$ cat src/hw/rd_ig_config.svh
// read ingress arbiter config: client count and request field widths
`ifndef RD_IG_CONFIG_SVH
`define RD_IG_CONFIG_SVH

// ====================
// client count
// ====================
// dma read clients feeding the arbiter, 2 to 16
`define RD_IG_NUM_CLIENTS 4

// ====================
// request fields
// ====================
// byte address of a read
`define RD_IG_ADDR_WIDTH 32

// length in 32-byte atoms minus one
`define RD_IG_SIZE_WIDTH 11

`endif

$ cat src/hw/rd_ig_arb_pkg.sv
// read ingress arbitration types: client ids, weights and client masks
`default_nettype none

`include "rd_ig_config.svh"

package rd_ig_arb_pkg;

  // index of a client, wide enough for 16
  typedef logic [3:0] client_id_t;

  // grants a client may take back to back
  // zero behaves as one
  typedef logic [7:0] weight_t;

  // one bit per client
  // used for valid, ready and grant vectors
  typedef logic [`RD_IG_NUM_CLIENTS-1:0] client_mask_t;

endpackage

`default_nettype wire

$ cat src/hw/rd_ig_req_pkg.sv
// read ingress request types: client payload and its tagged downstream form
`default_nettype none

`include "rd_ig_config.svh"

package rd_ig_req_pkg;
  import rd_ig_arb_pkg::*;

  // ====================
  // request fields
  // ====================
  typedef logic [`RD_IG_ADDR_WIDTH-1:0] addr_t;  // byte address
  typedef logic [`RD_IG_SIZE_WIDTH-1:0] size_t;  // atoms minus one

  // client request payload, 43 bits with the default widths
  typedef struct packed {
    addr_t addr;
    size_t size;
  } rd_req_t;

  // ====================
  // downstream form
  // ====================
  // request toward the splitter, tagged with its source
  typedef struct packed {
    client_id_t id;   // winning client
    rd_req_t    req;  // untouched payload
  } spt_req_t;

endpackage

`default_nettype wire

$ cat src/hw/rd_ig_out_stage.sv
// read ingress output slice: one registered entry toward the splitter
`default_nettype none
`timescale 1ns/100ps

module rd_ig_out_stage
  import rd_ig_req_pkg::*;
(
  input  logic     nvdla_core_clk,
  input  logic     nvdla_core_rstn,
  input  logic     arb_valid,
  input  spt_req_t arb_pd,
  output logic     arb_ready,
  output logic     spt_req_valid,
  output spt_req_t spt_req_pd,
  input  logic     spt_req_ready
);

  logic load;  // winning request enters the slice

  // ====================
  // back-pressure
  // ====================
  // room when empty or draining this cycle
  assign arb_ready = !spt_req_valid || spt_req_ready;
  assign load      = arb_valid && arb_ready;

  // ====================
  // output register
  // ====================
  always_ff @(posedge nvdla_core_clk or negedge nvdla_core_rstn) begin
    if (!nvdla_core_rstn) begin
      spt_req_valid <= 1'b0;
    end else if (load) begin
      spt_req_valid <= 1'b1;
    end else if (spt_req_ready) begin
      spt_req_valid <= 1'b0;  // drained, nothing new
    end
  end

  // held while the splitter stalls
  always_ff @(posedge nvdla_core_clk) begin
    if (load) begin
      spt_req_pd <= arb_pd;
    end
  end

endmodule

`default_nettype wire

$ cat config.mk
export PLATFORM = sky130hd
export DESIGN_NAME = rd_ig_out_stage
export DESIGN_NICKNAME = d
export VERILOG_FILES = /design/src/hw/rd_ig_arb_pkg.sv /design/src/hw/rd_ig_req_pkg.sv /design/src/hw/rd_ig_out_stage.sv
export VERILOG_INCLUDE_DIRS = /design/src /design/src/hw
export SDC_FILE = /design/constraint.sdc
export NUM_CORES = 1
export LEC_CHECK = 0
export BUFFER_PORTS_ARGS = -buffer_cell sky130_fd_sc_hd__buf_2
export CAP_MARGIN = 0
export CORE_MARGIN = 8
export CORE_UTILIZATION = 36
export DETAILED_ROUTE_END_ITERATION = 7
export GPL_TIMING_DRIVEN = 0
export HOLD_SLACK_MARGIN = 0.08
export PLACE_DENSITY = 0.85
export SLEW_MARGIN = 20
export SYNTH_ARGS = -nofsm -noshare
export SYNTH_HDL_FRONTEND = slang
export SYNTH_SLANG_ARGS = --single-unit
$ cat constraint.sdc
create_clock -name nvdla_core_clk -period 1.3 [get_ports nvdla_core_clk]
set_clock_uncertainty 0.15 [all_clocks]
set_input_delay 0.26 -clock nvdla_core_clk [delete_from_list [all_inputs] [get_ports nvdla_core_clk]]
set_output_delay 0.26 -clock nvdla_core_clk [all_outputs]
set_load 0.005 [all_outputs]
==> impl_metrics.json, run 1 <==
{
  "crit_slowest_cell": "dfrtp_1",
  "clockBufferDepth": 2,
  "drtAntennaViolNets": 0,
  "max-vdd-ir-drop_mv": 0.8458,
  "avgSynthCellArea_um2": 28.73,
  "grt_overflow_total": 0,
  "ctsRootBufferMaster": "clkbuf_8",
  "place_area_mm2": 0.002023,
  "gp_congestion": 0.6697,
  "tritoncts.num_buffers": 5,
  "crit_path_cell_trace": "nand2b_4 -> buf_2",
  "grt_use_total": 0.1299,
  "syn2layout_area_growth_pct": 78.82,
  "arrival_ns": 0.92,
  "wl_per_cell_um": 15.54,
  "cts_tree": "yes",
  "final_core_util": 0.6597,
  "grt_max_degree": 25,
  "status": "complete, but fails checks",
  "p_leak_uw": 0.001120,
  "critPathKind": "register to primary output",
  "rsz0062_at_grt": "true",
  "drcViolationCount": 0,
  "synth.area.top_cells": "edfxtp_1 96%, dfrtp_1 1.7%, nand2b_4 0.94%",
  "cp.required_ns": 0.89,
  "rows": 23,
  "postSynthCellCount": 51,
  "end_kind": "primary output",
  "maxCapViolCount": 0,
  "path_clk_slew_ns": 0.07,
  "syn-num-nets": 102,
  "initialDrtViolationCount": 25,
  "tightest_slew_ns": 0.2977,
  "drt_wl_total_um": 4057,
  "critPathLaunchType": "register",
  "core_area_mm2": 0.003971,
  "yosysTopAreaCell": "edfxtp_1",
  "regToRegSetupSlack_ns": -0.03,
  "dieArea_mm2": 0.006367,
  "synth_top_area_share": 0.9633,
  "async_flop_share": 0.02083,
  "min_path_type": "primary input to async pin",
  "pin_count": 100,
  "die_width_um": 79.80,
  "cts_sinks": 48,
  "r2r_cells": 2,
  "synth.distinct_cells": 5,
  "power_density_mw_per_mm2": 1126,
  "worst-path-max-fanout": 5,
  "synth-edff-count": 47,
  "vias_per_cell": 4.172,
  "max_slew_margin": 0.8015,
  "syn_area_mm2": 0.001465,
  "synth_seq_area_share": 0.9804,
  "timing.hold.ws_ns": 0.1379,
  "post-synth-top-count-cell": "edfxtp_1",
  "dr.pass1.iters": 2,
  "crit-reg2reg-launch": "spt_req_valid$_DFFE_PN0P_",
  "initial_core_util": 0.3689,
  "min_period_ns": 1.331,
  "port_buffers": 99,
  "final_area_mm2": 0.002620,
  "violations": "negative setup slack",
  "slew_violations": 0,
  "clock_latency_ns": 0.28,
  "setup_viol": 48,
  "htree_levels": 2,
  "max_freq_mhz": 751.1,
  "grt_pass1_wl_um": 6147,
  "grt_pass1_vias": 1221,
  "synthTopCellsByCount": "47 x edfxtp_1, 1 x and2_4, 1 x dfrtp_1, 1 x nand2b_1, 1 x nand2b_4",
  "synth-seq-cells": 48,
  "period_share": 1.024,
  "hold_viol_final": 0,
  "layout_setup_ws_ns": -0.03138,
  "synth_flop_cell": "edfxtp_1",
  "vias": 1089,
  "layout-drive-gt1-share": 0.5190,
  "r2r_end": "spt_req_pd[25]$_DFFE_PP_",
  "antenna_found_initial": 0,
  "fin_nets": 260,
  "die_h_um": 79.80,
  "critPathMaxStageDelay_ns": 0.42,
  "yosys_warnings": 0
}
[per-layer routing]
metal  track usage  vias up  wire [µm]  share of wire
met5             0        -          0              0
met4       0.05091        0         58          0.014
met3       0.06982        7        475           0.12
met2        0.2168       62       2095           0.52
met1        0.1340      501       1428           0.35
li1              -      519          -              -
[power by group]
part           leakage [µW]  switching, µW  internal [µW]  total, µW
Combinational      0.000621            128            212        341
Sequential         0.000458           20.6           1800       1820
Clock             0.0000399            414            374        789
Total               0.00112            563           2390       2950
[flip-flops by register name, indices dropped and copies added (netlist names)]
name,count
spt_req_pd,47
spt_req_valid,1
[area by class of cell]
class / instances / area (µm²)
clock buffer: 7 / 76.32
fill: 294 / 1351
timing repair buffer: 149 / 993.5
multi-input combinational: 5 / 45.04
tap: 50 / 62.56
antenna: 1 / 2.502
sequential: 48 / 1436
clock inverter: 1 / 3.754
[layout by cell type (no fill, tap or decap)]
cell           instances
and2_2                 1
and2_4                 2
buf_2                 99
buf_4                  1
clkbuf_1               2
clkbuf_8               5
clkinv_1               1
dfrtp_1                1
diode_2                1
dlygate4sd3_1         49
edfxtp_1              47
nand2b_1               1
nand2b_4               1
[through the flow]
| step | power, µW | cells | setup WS (ns) | setup TNS, ns |
|---|---|---|---|---|
| 2_1_floorplan | 1905 | 51 | -0.1345 | -6.320 |
| 3_3_place_gp | 2064 | 200 | -0.2200 | -10.23 |
| 3_5_place_dp | 2072 | 200 | -0.2424 | -11.31 |
| 4_1_cts | 2991 | 258 | -0.04485 | -1.859 |
| 5_1_grt | 3098 | 260 | -0.08042 | -3.211 |
| 6_report | 2950 | 261 | -0.03138 | -0.9326 |
[worst max-delay path by stage]
stage / start / slack (ns) / depth (start not counted) / endpoint
after floorplan: spt_req_valid$_DFFE_PN0P_ / -0.13 / 2 / spt_req_pd[0]$_DFFE_PP_
after global routing: spt_req_valid$_DFFE_PN0P_ / -0.08 / 2 / spt_req_pd[26]$_DFFE_PP_
after global placement: spt_req_valid$_DFFE_PN0P_ / -0.22 / 2 / spt_req_pd[0]$_DFFE_PP_
final: spt_req_valid$_DFFE_PN0P_ / -0.03 / 2 / arb_ready
after detailed placement: spt_req_valid$_DFFE_PN0P_ / -0.24 / 2 / spt_req_pd[40]$_DFFE_PP_
after CTS: spt_req_valid$_DFFE_PN0P_ / -0.04 / 2 / spt_req_pd[46]$_DFFE_PP_
[kinds of logic after synthesis]
family and share of synthesized area:
and+or+nand+nor 0.01964, DFF 0.9804
[timing repair]
| item | CTS | global route |
|---|---|---|
| buffers inserted | 0 | 1 |
| endpoints found under the hold margin | 49 | 0 |
| gates cloned | 1 | 1 |
| setup endpoints to repair | 48 | 48 |
| resized for setup | 1 | 0 |
| hold buffers | 49 | 0 |
| pin swaps | 2 | 0 |
[worst max-delay path, delay by kind of cell, from the launching register on]
kind                   cells  cell delay [ns]
buffers and inverters      1             0.12
and+or+nand+nor            1             0.11
DFF                        1             0.42
No activity file was read; power rests on OpenSTA's default activity.
==> run 2, diff against run 1 <==
Settings changed: CORE_UTILIZATION 36 to 30, PLACE_DENSITY 0.85 to 0.74, REMOVE_ABC_BUFFERS from default to 1.
==> impl_metrics.json, run 2 (synthesized netlist as in run 1, its figures left out) <==
{
  "final_common_cell": "buf_2",
  "nFillCells": 380,
  "min_path_type": "primary input to async pin",
  "pin_count": 100,
  "ctsRootBufferMaster": "clkbuf_8",
  "top_register": "spt_req_pd",
  "pre_cts_ws_ns": -0.2628,
  "place_area_mm2": 0.002044,
  "critPathMaxStageDelay_ns": 0.42,
  "drcViolationCount": 0,
  "vias_per_cell": 3.946,
  "tritoncts.num_buffers": 5,
  "grt_pass1_wl_um": 6375,
  "clockBufferDepth": 2,
  "arrival_ns": 1.17,
  "path_clk_slew_ns": 0.08,
  "drt_wl_total_um": 4083,
  "cts_tree": "yes",
  "htree_levels": 2,
  "initial_core_util": 0.3102,
  "port_buffers": 99,
  "reg_top3": "spt_req_pd (47), spt_req_valid (1)",
  "place_inst": 217,
  "end_kind": "register",
  "antenna_found_initial": 0,
  "timing.hold.ws_ns": 0.1061,
  "layout_setup_ws_ns": -0.05740,
  "rsz0062_at_grt": "true",
  "max-vdd-ir-drop_mv": 0.8067,
  "regToRegSetupSlack_ns": -0.06,
  "grt_pass1_vias": 1301,
  "final_cell_mix": "99 x buf_2, 49 x dlygate4sd3_1, 47 x edfxtp_1",
  "power_density_mw_per_mm2": 1154,
  "total_power_uw": 3051,
  "status": "complete, but fails checks",
  "wl_per_cell_um": 14.79,
  "period_share": 1.044,
  "power_frac_clock": 0.293,
  "grt_max_degree": 25,
  "die_width_um": 85.89,
  "max_slew_margin": 0.7781,
  "r2r_cells": 2,
  "fin_cells": 276,
  "maxCapViolCount": 0,
  "max_freq_mhz": 736.7,
  "rows": 25,
  "fin_nets": 259,
  "switching_share": 0.2021,
  "vias": 1089,
  "gp_congestion": 0.6682,
  "grt_use_total": 0.1129,
  "cts_sinks": 48,
  "syn2layout_area_growth_pct": 80.44,
  "crit-reg2reg-launch": "spt_req_valid$_DFFE_PN0P_",
  "dr.pass1.iters": 4,
  "dieArea_mm2": 0.007376,
  "p_comb_frac": 0.112,
  "drtAntennaViolNets": 0,
  "seqPwrFrac": 0.596,
  "intPower_uw": 2435,
  "die_h_um": 85.89,
  "antenna_cells": 0,
  "crit_slowest_cell": "dfrtp_1",
  "largest_register_ffs": 47,
  "slew_violations": 0,
  "hold_viol_final": 0,
  "violations": "negative setup slack",
  "cp.required_ns": 1.12,
  "critPathKind": "register to register",
  "grt_overflow_total": 0,
  "setup_viol": 48,
  "worst-path-max-fanout": 24,
  "layout-drive-gt1-share": 0.5311,
  "min_period_ns": 1.357,
  "r2r_end": "spt_req_pd[3]$_DFFE_PP_",
  "initialDrtViolationCount": 27,
  "crit_family": "simple AND/OR/NAND/NOR gates",
  "p_sw_uw": 616.5,
  "crit_path_cell_trace": "nand2b_4 -> and2_4",
  "clock_latency_ns": 0.29,
  "tightest_slew_ns": 0.3329,
  "p_leak_uw": 0.001128,
  "core_area_mm2": 0.004723,
  "critPathLaunchType": "register",
  "cp_num_buf_inv": 0,
  "final_area_mm2": 0.002644
}
## run 2: changes by cell type in the layout (fill, tap and decap cells not counted), sizes merged
cell	before	now
and2	3	2
clkbuf	7	6
clkinv	1	2
diode	1	0
## run 2: per-stage QoR
step           setup TNS [ns]  utilization
2_1_floorplan          -6.493            -
3_3_place_gp           -10.82       0.4328
3_5_place_dp           -12.27       0.4328
4_1_cts                -2.906       0.5597
5_1_grt                -5.097       0.5597
6_report               -2.282       0.5597
## run 2: metal layers
metal	GRT usage	up-vias	share of wire
li1	-	515	-
met1	0.1250	501	0.40
met2	0.1847	65	0.49
met3	0.05731	8	0.097
met4	0.03344	0	0.014
met5	0	-	0
## run 2: final cells by class
type	instances	area, µm²	share of cell area
tap	67	83.83	0.03171
sequential	48	1436	0.5433
clock buffer	6	82.58	0.03124
clock inverter	2	10.01	0.003786
timing repair buffer	149	993.5	0.3758
multi-input combinational	4	37.54	0.01420
## run 2: worst max path at each step
stage | from | end | slack (ns) | cells past startpoint
floorplan | spt_req_valid$_DFFE_PN0P_ | spt_req_pd[0]$_DFFE_PP_ | -0.14 | 2
global placement | spt_req_valid$_DFFE_PN0P_ | spt_req_pd[17]$_DFFE_PP_ | -0.23 | 2
detailed placement | spt_req_valid$_DFFE_PN0P_ | spt_req_pd[14]$_DFFE_PP_ | -0.26 | 2
CTS | spt_req_valid$_DFFE_PN0P_ | spt_req_pd[7]$_DFFE_PP_ | -0.07 | 2
global route | spt_req_valid$_DFFE_PN0P_ | spt_req_pd[40]$_DFFE_PP_ | -0.11 | 2
finish | spt_req_valid$_DFFE_PN0P_ | spt_req_pd[3]$_DFFE_PP_ | -0.06 | 2
## run 2: power groups by stage
stage	clock network, µW	logic [µW]	registers (µW)
2_1_floorplan	0	35.3	1870
3_3_place_gp	0	216	1850
3_5_place_dp	0	221	1860
4_1_cts	933	345	1820
5_1_grt	992	371	1830
6_report	892	340	1820
## run 2: what timing repair did
action / CTS / global route
endpoints found under the hold margin: 49 / 0
endpoints found under the setup margin: 48 / 49
setup buffers: 1 / 0
gates cloned: 1 / 0
pin swaps: 1 / 0
resized for setup: 1 / 0
hold buffers: 49 / 0
