==> src/hw/rd_ig_config.svh <==
// read ingress arbiter config: client count and request field widths
`ifndef RD_IG_CONFIG_SVH
`define RD_IG_CONFIG_SVH

// ====================
// client count
// ====================
// dma read clients feeding the arbiter, 2 to 16
`define RD_IG_NUM_CLIENTS 4

// ====================
// request fields
// ====================
// byte address of a read
`define RD_IG_ADDR_WIDTH 32

// length in 32-byte atoms minus one
`define RD_IG_SIZE_WIDTH 11

`endif

==> src/hw/rd_ig_arb_pkg.sv <==
// read ingress arbitration types: client ids, weights and client masks
`default_nettype none

`include "rd_ig_config.svh"

package rd_ig_arb_pkg;

  // index of a client, wide enough for 16
  typedef logic [3:0] client_id_t;

  // grants a client may take back to back
  // zero behaves as one
  typedef logic [7:0] weight_t;

  // one bit per client
  // used for valid, ready and grant vectors
  typedef logic [`RD_IG_NUM_CLIENTS-1:0] client_mask_t;

endpackage

`default_nettype wire

==> src/hw/rd_ig_req_pkg.sv <==
// read ingress request types: client payload and its tagged downstream form
`default_nettype none

`include "rd_ig_config.svh"

package rd_ig_req_pkg;
  import rd_ig_arb_pkg::*;

  // ====================
  // request fields
  // ====================
  typedef logic [`RD_IG_ADDR_WIDTH-1:0] addr_t;  // byte address
  typedef logic [`RD_IG_SIZE_WIDTH-1:0] size_t;  // atoms minus one

  // client request payload, 43 bits with the default widths
  typedef struct packed {
    addr_t addr;
    size_t size;
  } rd_req_t;

  // ====================
  // downstream form
  // ====================
  // request toward the splitter, tagged with its source
  typedef struct packed {
    client_id_t id;   // winning client
    rd_req_t    req;  // untouched payload
  } spt_req_t;

endpackage

`default_nettype wire

==> src/hw/rd_ig_skid_pipe.sv <==
// read ingress client pipe: valid-ready stage with bubble collapse and skid buffer
`default_nettype none
`timescale 1ns/100ps

module rd_ig_skid_pipe
  import rd_ig_req_pkg::*;
(
  input  logic    nvdla_core_clk,
  input  logic    nvdla_core_rstn,
  input  logic    in_valid,
  input  rd_req_t in_pd,
  output logic    in_ready,
  output logic    out_valid,
  output rd_req_t out_pd,
  input  logic    out_ready
);

  logic    pipe_valid;     // main register holds a request
  rd_req_t pipe_pd;
  logic    pipe_ready_bc;  // ready with bubble collapse
  logic    skid_valid;     // skid register holds a request
  rd_req_t skid_pd;
  logic    skid_catch;     // pipe data in flight, output stalled
  logic    skid_ready;
  logic    skid_ready_q;   // registered ready, also selects the output

  // ====================
  // pipe register
  // ====================
  // an empty register takes data even while stalled
  assign pipe_ready_bc = skid_ready_q || !pipe_valid;
  assign in_ready      = pipe_ready_bc;  // flop based, no path from out_ready

  always_ff @(posedge nvdla_core_clk or negedge nvdla_core_rstn) begin
    if (!nvdla_core_rstn) begin
      pipe_valid <= 1'b0;
    end else if (pipe_ready_bc) begin
      pipe_valid <= in_valid;
    end
  end

  always_ff @(posedge nvdla_core_clk) begin
    if (pipe_ready_bc && in_valid) begin
      pipe_pd <= in_pd;
    end
  end

  // ====================
  // skid buffer
  // ====================
  // catch when the output stalls while the pipe still advances
  assign skid_catch = pipe_valid && skid_ready_q && !out_ready;
  assign skid_ready = skid_valid ? out_ready : !skid_catch;

  always_ff @(posedge nvdla_core_clk or negedge nvdla_core_rstn) begin
    if (!nvdla_core_rstn) begin
      skid_valid   <= 1'b0;
      skid_ready_q <= 1'b1;  // ready out of reset
    end else begin
      skid_valid   <= skid_valid ? !out_ready : skid_catch;
      skid_ready_q <= skid_ready;
    end
  end

  always_ff @(posedge nvdla_core_clk) begin
    if (skid_catch) begin
      skid_pd <= pipe_pd;
    end
  end

  // skid entry is older, it goes first
  assign out_valid = skid_ready_q ? pipe_valid : skid_valid;
  assign out_pd    = skid_ready_q ? pipe_pd    : skid_pd;

endmodule

`default_nettype wire

==> config.mk <==
export PLATFORM = sky130hd
export DESIGN_NAME = rd_ig_skid_pipe
export DESIGN_NICKNAME = d
export VERILOG_FILES = /design/src/hw/rd_ig_arb_pkg.sv /design/src/hw/rd_ig_req_pkg.sv /design/src/hw/rd_ig_skid_pipe.sv
export VERILOG_INCLUDE_DIRS = /design/src /design/src/hw
export SDC_FILE = /design/constraint.sdc
export NUM_CORES = 1
export LEC_CHECK = 0
export ABC_AREA = 0
export BUFFER_PORTS_ARGS = -buffer_cell sky130_fd_sc_hd__buf_2
export CORE_MARGIN = 5
export CORE_UTILIZATION = 56
export DETAILED_ROUTE_END_ITERATION = 12
export PLACE_DENSITY = 0.84
export SLEW_MARGIN = 20
export SYNTH_ARGS = -nofsm -noshare
export SYNTH_HDL_FRONTEND = slang
export SYNTH_SLANG_ARGS = --single-unit
export TNS_END_PERCENT = 30
==> constraint.sdc <==
create_clock -name nvdla_core_clk -period 6.67 [get_ports nvdla_core_clk]
set_input_delay 0.667 -clock nvdla_core_clk [delete_from_list [all_inputs] [get_ports nvdla_core_clk]]
set_output_delay 0.667 -clock nvdla_core_clk [all_outputs]
set_load 0.02 [all_outputs]
==> metrics, run 1 <==
CP Cell Sequence=buf_4, nand2_1, o21ai_0, buf_2; initial antenna violation count=0; critical path fanouts, max=47; Syn Nets=194; Die Y=88.2 um; Max-slew headroom=0.345; most frequent cells in the layout=91 x buf_2, 86 x edfxtp_1, 38 x mux2_4; Cells after Synth=147; worst reg2reg setup slack=4100 ps; layout cells sized above 1=0.614; most common cell after layout, fill and taps aside=buf_2; Crit-path slowest cell=buf_4; Max Used Layer=met4; die area=7780 um^2; Final GP Congestion=0.702; status=complete, no violations; Worst-Skew Late Latency=340 ps; worst path required time=6000 ps; Routed Antenna Nets=0; achievable frequency=363 MHz; vias in the first global route=1617; clock skew=6.67 ps; dpl hpwl=3.63 mm; clock power share=0.313; row count=28; Sequential Power Share=0.546; Final Hold Viols=0; Yosys warnings=0; initial core utilization=0.579; Final Cycle Share=0.413; synthesized area=3430 um^2; core area=5920 um^2; routed via count=1599; FF+latch count, synth=89; CP arrival=2090 ps; worst vdd ir=0.000203 V; critical path type=reg -> out; num ports=92; post-CTS sizing=0; DRC violations left=0; largest net degree at the start of global routing=48; Global Route Usage Sum=0.141; first-pass GRT wire length=7.98 mm; RSZ-0062 raised after global routing=false; CTS Buf Count=9; Post-Syn Area per Cell=23.3 um^2; CP endpoint kind=output port; GR Overflow Total=0; Psw=0.284 mW; Worst path max stage delay=610 ps; Root Buffer=clkbuf_8; crit start category=register; PD cells=297 nW/um^2; LEAKAGE=1.71 nW; Max Cap Violations=0; Buf/Inv on CP=2; Net Sw Frac=0.231; endpoints failing setup=0; fin crit period=2760 ps; cts hold-fix bufs=0; register area share after synthesis=0.776; routed wire length on met2=2.85 mm; setup TNS=0 ps; Combinational Power Share=0.140; Bufs on Longest Clock Path=2; DRT Wirelength=5.49 mm; CTS sink cnt=89; internal power=0.945 mW; DR WL/cell=16.8 um; worst r2r dst=pipe_pd[20]$_DFFE_PP_; setup repair bufs after CTS=0; worst-case reg-to-reg path depth=3; vias per std cell=4.90; drt first pass iters=4; library cells used by synthesis=15; Final #Nets=293; Hold WS=106 ps; CTS tree=yes; final slew viol count=0; depth of the CTS H-tree=3; met3 routed WL=356 um; Worst path top cell family by delay=buffers and inverters; Buffers on Ports=91; Tightest Pin Transition=983 ps; Layout area overhead=20.6%; WL met1=2.24 mm; Hold Path Class=in -> async; worst r2r src=skid_ready_q$_DFF_PN1_; clock slew at reported path FFs=80 ps; die span in x=88.2 um; Ant. Diodes=0; initial DRC count=95
[per-layer routing]
layer,up-vias,track usage
met2,56,0.228
met4,0,0.0742
met3,4,0.0419
met5,-,0
li1,769,-
met1,770,0.173
[cell type report]
cell class                 count  area (um^2)
tap                           75         93.8
sequential                    89         2660
timing repair buffer          93          483
clock buffer                  10          128
fill                         377         1790
inverter                       1         3.75
clock inverter                 6         82.6
multi-input combinational     52          682
[how the worst max path moves through the flow]
stage | start | endpoint | slack (ps) | cells after the start
6_report | skid_ready_q$_DFF_PN1_ | out_valid | 3910 | 4
3_5_place_dp | skid_ready_q$_DFF_PN1_ | skid_pd[12]$_DFFE_PP_ | 3930 | 3
5_1_grt | skid_ready_q$_DFF_PN1_ | out_valid | 3810 | 4
3_3_place_gp | skid_ready_q$_DFF_PN1_ | skid_pd[16]$_DFFE_PP_ | 3970 | 3
2_1_floorplan | skid_ready_q$_DFF_PN1_ | skid_pd[0]$_DFFE_PP_ | 3530 | 4
4_1_cts | skid_ready_q$_DFF_PN1_ | out_valid | 3870 | 4
[cells by family (layout without fill, tap and decap cells)]
logic type	Yosys count	count (layout)	share of synthesized area
buf+inv	6	110	0.0277
flops	89	89	0.776
mux	43	43	0.183
compound gates	2	2	0.00292
simple gates	7	7	0.0106
[cells in the mapped netlist]
cell type	instances	area share
mux2_2	5	0.016
dfstp_2	1	0.0077
nand2_1	1	0.0011
or2_1	1	0.0018
edfxtp_1	86	0.75
o21ai_0	1	0.0015
dfrtp_1	2	0.015
nor2_1	2	0.0022
a21oi_1	1	0.0015
mux2_4	38	0.17
and2_1	1	0.0018
inv_1	1	0.0011
nand2b_1	2	0.0037
buf_12	4	0.023
buf_6	1	0.0033
[state kept, by name, indices dropped and copies added (netlist names)]
name	flops
skid_ready_q	1
skid_pd	43
pipe_pd	43
skid_valid	1
pipe_valid	1
[through the flow]
stage	std cells	worst slack, ps	instance area (um^2)	power (mW)	utilization
2_1_floorplan	147	3530	3430	0.810	-
3_3_place_gp	309	3970	3900	0.853	0.659
3_5_place_dp	309	3930	3900	0.857	0.659
4_1_cts	325	3870	4110	1.24	0.694
5_1_grt	326	3810	4130	1.28	0.698
6_report	326	3910	4130	1.23	0.698
[power by group through the flow]
| stage | Combinational [mW] | Sequential [mW] | Clock [mW] |
|---|---|---|---|
| floorplan | 0.130 | 0.680 | 0 |
| global placement | 0.171 | 0.682 | 0 |
| detailed placement | 0.172 | 0.685 | 0 |
| CTS | 0.173 | 0.672 | 0.396 |
| global route | 0.183 | 0.675 | 0.422 |
| finish | 0.173 | 0.671 | 0.385 |
Power figures use the tool's default switching activity.
==> run 2, diff against run 1 <==
--- a/config.mk
+++ b/config.mk
@@ -9,9 +9,9 @@
 export ABC_AREA = 0
 export BUFFER_PORTS_ARGS = -buffer_cell sky130_fd_sc_hd__buf_2
 export CORE_MARGIN = 5
-export CORE_UTILIZATION = 56
+export CORE_UTILIZATION = 47
 export DETAILED_ROUTE_END_ITERATION = 12
-export PLACE_DENSITY = 0.84
+export PLACE_DENSITY = 0.75
 export SLEW_MARGIN = 20
 export SYNTH_ARGS = -nofsm -noshare
 export SYNTH_HDL_FRONTEND = slang
==> constraint.sdc (replaced) <==
create_clock -name nvdla_core_clk -period 2.3 [get_ports nvdla_core_clk]
set_input_delay 0.23 -clock nvdla_core_clk [delete_from_list [all_inputs] [get_ports nvdla_core_clk]]
set_output_delay 0.23 -clock nvdla_core_clk [all_outputs]
set_load 0.02 [all_outputs]
==> metrics, run 2 (same netlist as run 1, synthesis figures left out) <==
dpl hpwl=3.82 mm; vias per std cell=4.64; Global Route Usage Sum=0.128; Net Sw Frac=0.228; Hold WS=60.5 ps; Layout area overhead=22.3%; depth of the CTS H-tree=3; CP Cell Sequence=buf_12, mux2_2, buf_2; num ports=92; fin crit period=2030 ps; GR Util met3=0.0292; routed via count=1627; Combinational Power Share=0.143; internal power=2.74 mW; pre-CTS setup slack=641 ps; die span in x=95.4 um; PD cells=846 nW/um^2; CTS tree=yes; status=complete, no violations; Buffers on Ports=91; critical path type=reg -> out; worst vdd ir=0.000427 V; Bufs on Longest Clock Path=2; core area=7180 um^2; largest net degree at the start of global routing=44; final core area utilization=0.584; Post-Layout Cell Count=351; clock slew at reported path FFs=80 ps; crit start category=register; most common cell after layout, fill and taps aside=buf_2; Ant. Diodes=0; critical path fanouts, max=43; CTS sink cnt=89; CP arrival=1800 ps; Worst path max stage delay=590 ps; post-route cell area=4190 um^2; Max-slew headroom=0.782; initial DRC count=49; Routed Antenna Nets=0; Final #Nets=295; layout cells sized above 1=0.599; CTS Buf Count=9; Root Buffer=clkbuf_8; biggest regs=pipe_pd (43), skid_pd (43); most frequent cells in the layout=91 x buf_2, 86 x edfxtp_1, 38 x mux2_4; clock power share=0.307; Hold Path Class=in -> reg; DRT Wirelength=5.70 mm; row count=31; GR peak layer=met2; endpoints failing setup=0; worst path required time=2070 ps; DRC violations left=0; placed cells=335; initial antenna violation count=0; cts hold-fix bufs=1; final slew viol count=0; Die Y=95.4 um; achievable frequency=493 MHz; met1 Resource Use GR=0.151; GR Overflow Total=0; Sequential Power Share=0.550; first-pass GRT wire length=8.40 mm; Worst path top cell family by delay=flip-flops; clock skew=7.70 ps; post-CTS sizing=0; CP endpoint kind=output port; Final Hold Viols=0; LEAKAGE=1.72 nW; Psw=0.808 mW; initial core utilization=0.478; Crit-path slowest cell=dfstp_2; vias in the first global route=1667; Tightest Pin Transition=327 ps; Max Cap Violations=0; Worst-Skew Late Latency=340 ps; RSZ-0062 raised after global routing=false; die area=9100 um^2; Final GP Congestion=0.752; DR WL/cell=16.2 um; setup TNS=0 ps; Buf/Inv on CP=2; Final Cycle Share=0.881; drt first pass iters=4; DP Area=3980 um^2; GR Util met2=0.214; post-route setup slack=273 ps; Design Power=3.55 mW; setup repair bufs after CTS=0
==> run 2: changes by cell type in the layout (fill, tap and decap cells not counted), sizes merged <==
cell         previous run  this run
clkinvlp                1         0
buf                    93        94
dlygate4sd3             0         1
==> run 2: cell type report <==
type	instances	area, um^2
Fill cell	547	2980
Sequential cell	89	2660
Multi-Input combinational cell	52	682
Timing Repair Buffer	95	526
Clock buffer	10	128
Tap cell	99	124
Clock inverter	5	71.3
Inverter	1	3.75
==> run 2: power groups by stage <==
stage,registers [mW],logic [mW],clock network [mW]
after floorplan,1.97,0.380,0
after global placement,1.98,0.512,0
after detailed placement,1.99,0.518,0
after CTS,1.95,0.520,1.13
after global routing,1.96,0.540,1.18
final,1.95,0.509,1.09
==> run 2: layer usage <==
metal / routed length [um] / share of wire
met5: 0 / 0
met1: 2340 / 0.41
met4: 100 / 0.018
met3: 254 / 0.045
met2: 3000 / 0.53
==> run 2: final timing paths <==
path,startpoint,to,slack [ps],cells past startpoint
max,skid_ready_q$_DFF_PN1_,out_pd[1],270,3
min,in_pd[2],pipe_pd[2]$_DFFE_PP_,60,1
max reg2reg,skid_ready_q$_DFF_PN1_,pipe_pd[16]$_DFFE_PP_,810,3
min reg2reg,pipe_pd[13]$_DFFE_PP_,skid_pd[13]$_DFFE_PP_,450,0
max in group asynchronous,nvdla_core_rstn,skid_ready_q$_DFF_PN1_,1890,2
min in group asynchronous,nvdla_core_rstn,pipe_valid$_DFFE_PN0P_,210,2
==> run 2: worst reg2reg max path: stages (launching register included) <==
cell and delay [ps]:
dfstp_2 590, nand2b_1 160, and2_2 180, buf_12 240
==> run 3, diff against run 2 <==
--- a/config.mk
+++ b/config.mk
@@ -9,9 +9,9 @@
 export ABC_AREA = 0
 export BUFFER_PORTS_ARGS = -buffer_cell sky130_fd_sc_hd__buf_2
 export CORE_MARGIN = 5
-export CORE_UTILIZATION = 47
+export CORE_UTILIZATION = 56
 export DETAILED_ROUTE_END_ITERATION = 12
-export PLACE_DENSITY = 0.75
+export PLACE_DENSITY = 0.84
 export SLEW_MARGIN = 20
 export SYNTH_ARGS = -nofsm -noshare
 export SYNTH_HDL_FRONTEND = slang
==> constraint.sdc (replaced) <==
create_clock -name nvdla_core_clk -period 2.6 [get_ports nvdla_core_clk]
set_input_delay 0.26 -clock nvdla_core_clk [delete_from_list [all_inputs] [get_ports nvdla_core_clk]]
set_output_delay 0.26 -clock nvdla_core_clk [all_outputs]
set_load 0.02 [all_outputs]
==> metrics, run 3 (same netlist as run 1, synthesis figures left out) <==
Fillers=419; clock slew at reported path FFs=90 ps; status=complete, no violations; crit start category=register; Die Y=88.2 um; LEAKAGE=1.74 nW; DRT Wirelength=5.78 mm; Hold Path Stages=1; Global Route Usage Sum=0.160; critical path fanouts, max=21; most frequent cells in the layout=91 x buf_2, 86 x edfxtp_1, 38 x mux2_4; core area=5920 um^2; initial core utilization=0.579; largest net degree at the start of global routing=25; PD cells=779 nW/um^2; num ports=92; worst r2r dst=skid_pd[40]$_DFFE_PP_; biggest regs=pipe_pd (43), skid_pd (43); HP Start=in_pd[30]; Hold Path End=pipe_pd[30]$_DFFE_PP_; setup TNS=0 ps; multi-input logic area=682 um^2; setup repair bufs after CTS=0; Combinational Power Share=0.134; first-pass GRT wire length=9.03 mm; critical path type=reg -> out; Ant. Diodes=0; dpl hpwl=4.11 mm; Final Cycle Share=0.879; post-CTS sizing=0; Psw=0.738 mW; Max-slew headroom=0.695; Hold Path Class=in -> reg; GR Overflow Total=0; worst reg2reg setup slack=640 ps; worst path required time=2340 ps; final slew viol count=0; DRC violations left=0; Sequential Power Share=0.532; Worst-Skew Late Latency=340 ps; routed via count=1648; Layout area overhead=22.0%; Max Cap Violations=0; final core area utilization=0.706; initial DRC count=83; CP endpoint kind=output port; Net Sw Frac=0.227; Root Buffer=clkbuf_8; endpoints failing setup=0; layout cells sized above 1=0.617; post-route setup slack=313 ps; vias per std cell=4.98; Final Hold Viols=0; most common cell after layout, fill and taps aside=buf_2; clock skew=8.48 ps; CP arrival=2030 ps; DR WL/cell=17.5 um; vias in the first global route=1753; Tightest Pin Transition=457 ps; internal power=2.52 mW; depth of the CTS H-tree=3; clock power share=0.334; worst-case reg-to-reg path depth=3; drt first pass iters=4; achievable frequency=437 MHz; CTS Buf Count=9; worst vdd ir=0.000477 V; die area=7780 um^2; pre-CTS setup slack=639 ps; RSZ-0062 raised after global routing=false; Bufs on Longest Clock Path=2; Buffers on Ports=91; fin crit period=2290 ps; Register Area=2660 um^2; worst r2r src=skid_ready_q$_DFF_PN1_; CTS sink cnt=89; die span in x=88.2 um; row count=28; Final GP Congestion=0.754; initial antenna violation count=0; Routed Antenna Nets=0; Final #Nets=298; CTS tree=yes
-- run 3: changes by cell type in the layout (fill, tap and decap cells not counted), sizes merged --
cell    previous run  this run
buf               94        97
bufinv             2         3
clkbuf            10         9
clkinv             3         4
-- run 3: power by group through the flow --
stage / clock [mW] / sequential [mW] / combinational (mW)
4_1_cts: 1.12 / 1.73 / 0.445
6_report: 1.09 / 1.73 / 0.437
3_3_place_gp: 0 / 1.76 / 0.438
3_5_place_dp: 0 / 1.77 / 0.442
2_1_floorplan: 0 / 1.74 / 0.335
5_1_grt: 1.18 / 1.74 / 0.468
-- run 3: repair_timing --
| action | CTS | global route |
|---|---|---|
| hold endpoints to repair | 3 | 0 |
| setup endpoints to repair | 0 | 0 |
| hold buffers | 1 | 0 |
-- run 3: worst max-delay path, stage by stage, from the launching register on --
cell and delay (ps):
dfstp_2 760, buf_4 420, mux2_4 340, buf_2 160
-- run 3: through the flow --
step | area [um^2] | instances | hold WS [ps] | total power, mW
after floorplan | 3430 | 147 | -35.6 | 2.08
after global placement | 3940 | 314 | 68.6 | 2.19
after detailed placement | 3940 | 314 | 72.1 | 2.21
after CTS | 4180 | 331 | 67.0 | 3.30
after global routing | 4180 | 331 | 62.8 | 3.39
final | 4180 | 331 | 87.5 | 3.26
-- run 3: worst max-delay path by stage --
stage | from | end | slack (ps) | cells past startpoint
global placement | skid_ready_q$_DFF_PN1_ | skid_pd[40]$_DFFE_PP_ | 680 | 3
detailed placement | skid_ready_q$_DFF_PN1_ | skid_pd[16]$_DFFE_PP_ | 640 | 3
finish | skid_ready_q$_DFF_PN1_ | out_pd[29] | 310 | 3
floorplan | skid_ready_q$_DFF_PN1_ | skid_pd[0]$_DFFE_PP_ | 180 | 4
global route | skid_ready_q$_DFF_PN1_ | out_pd[29] | 210 | 3
CTS | skid_ready_q$_DFF_PN1_ | out_pd[29] | 280 | 3
-- run 3: layout make-up --
cell class | count | share of cell area
flip-flops and latches | 89 | 0.636
multi-input cells | 52 | 0.163
repair buffers | 98 | 0.122
clock buffers | 9 | 0.0296
clock inverters | 7 | 0.0260
well taps | 75 | 0.0224
inverters | 1 | 0.000898
-- run 3: routing by layer --
metal  track usage  part of all wire  wire length (um)
met2         0.238              0.47              2720
met4        0.0742             0.017                98
met3        0.0503             0.081               471
met5             0                 0                 0
met1         0.216              0.43              2500
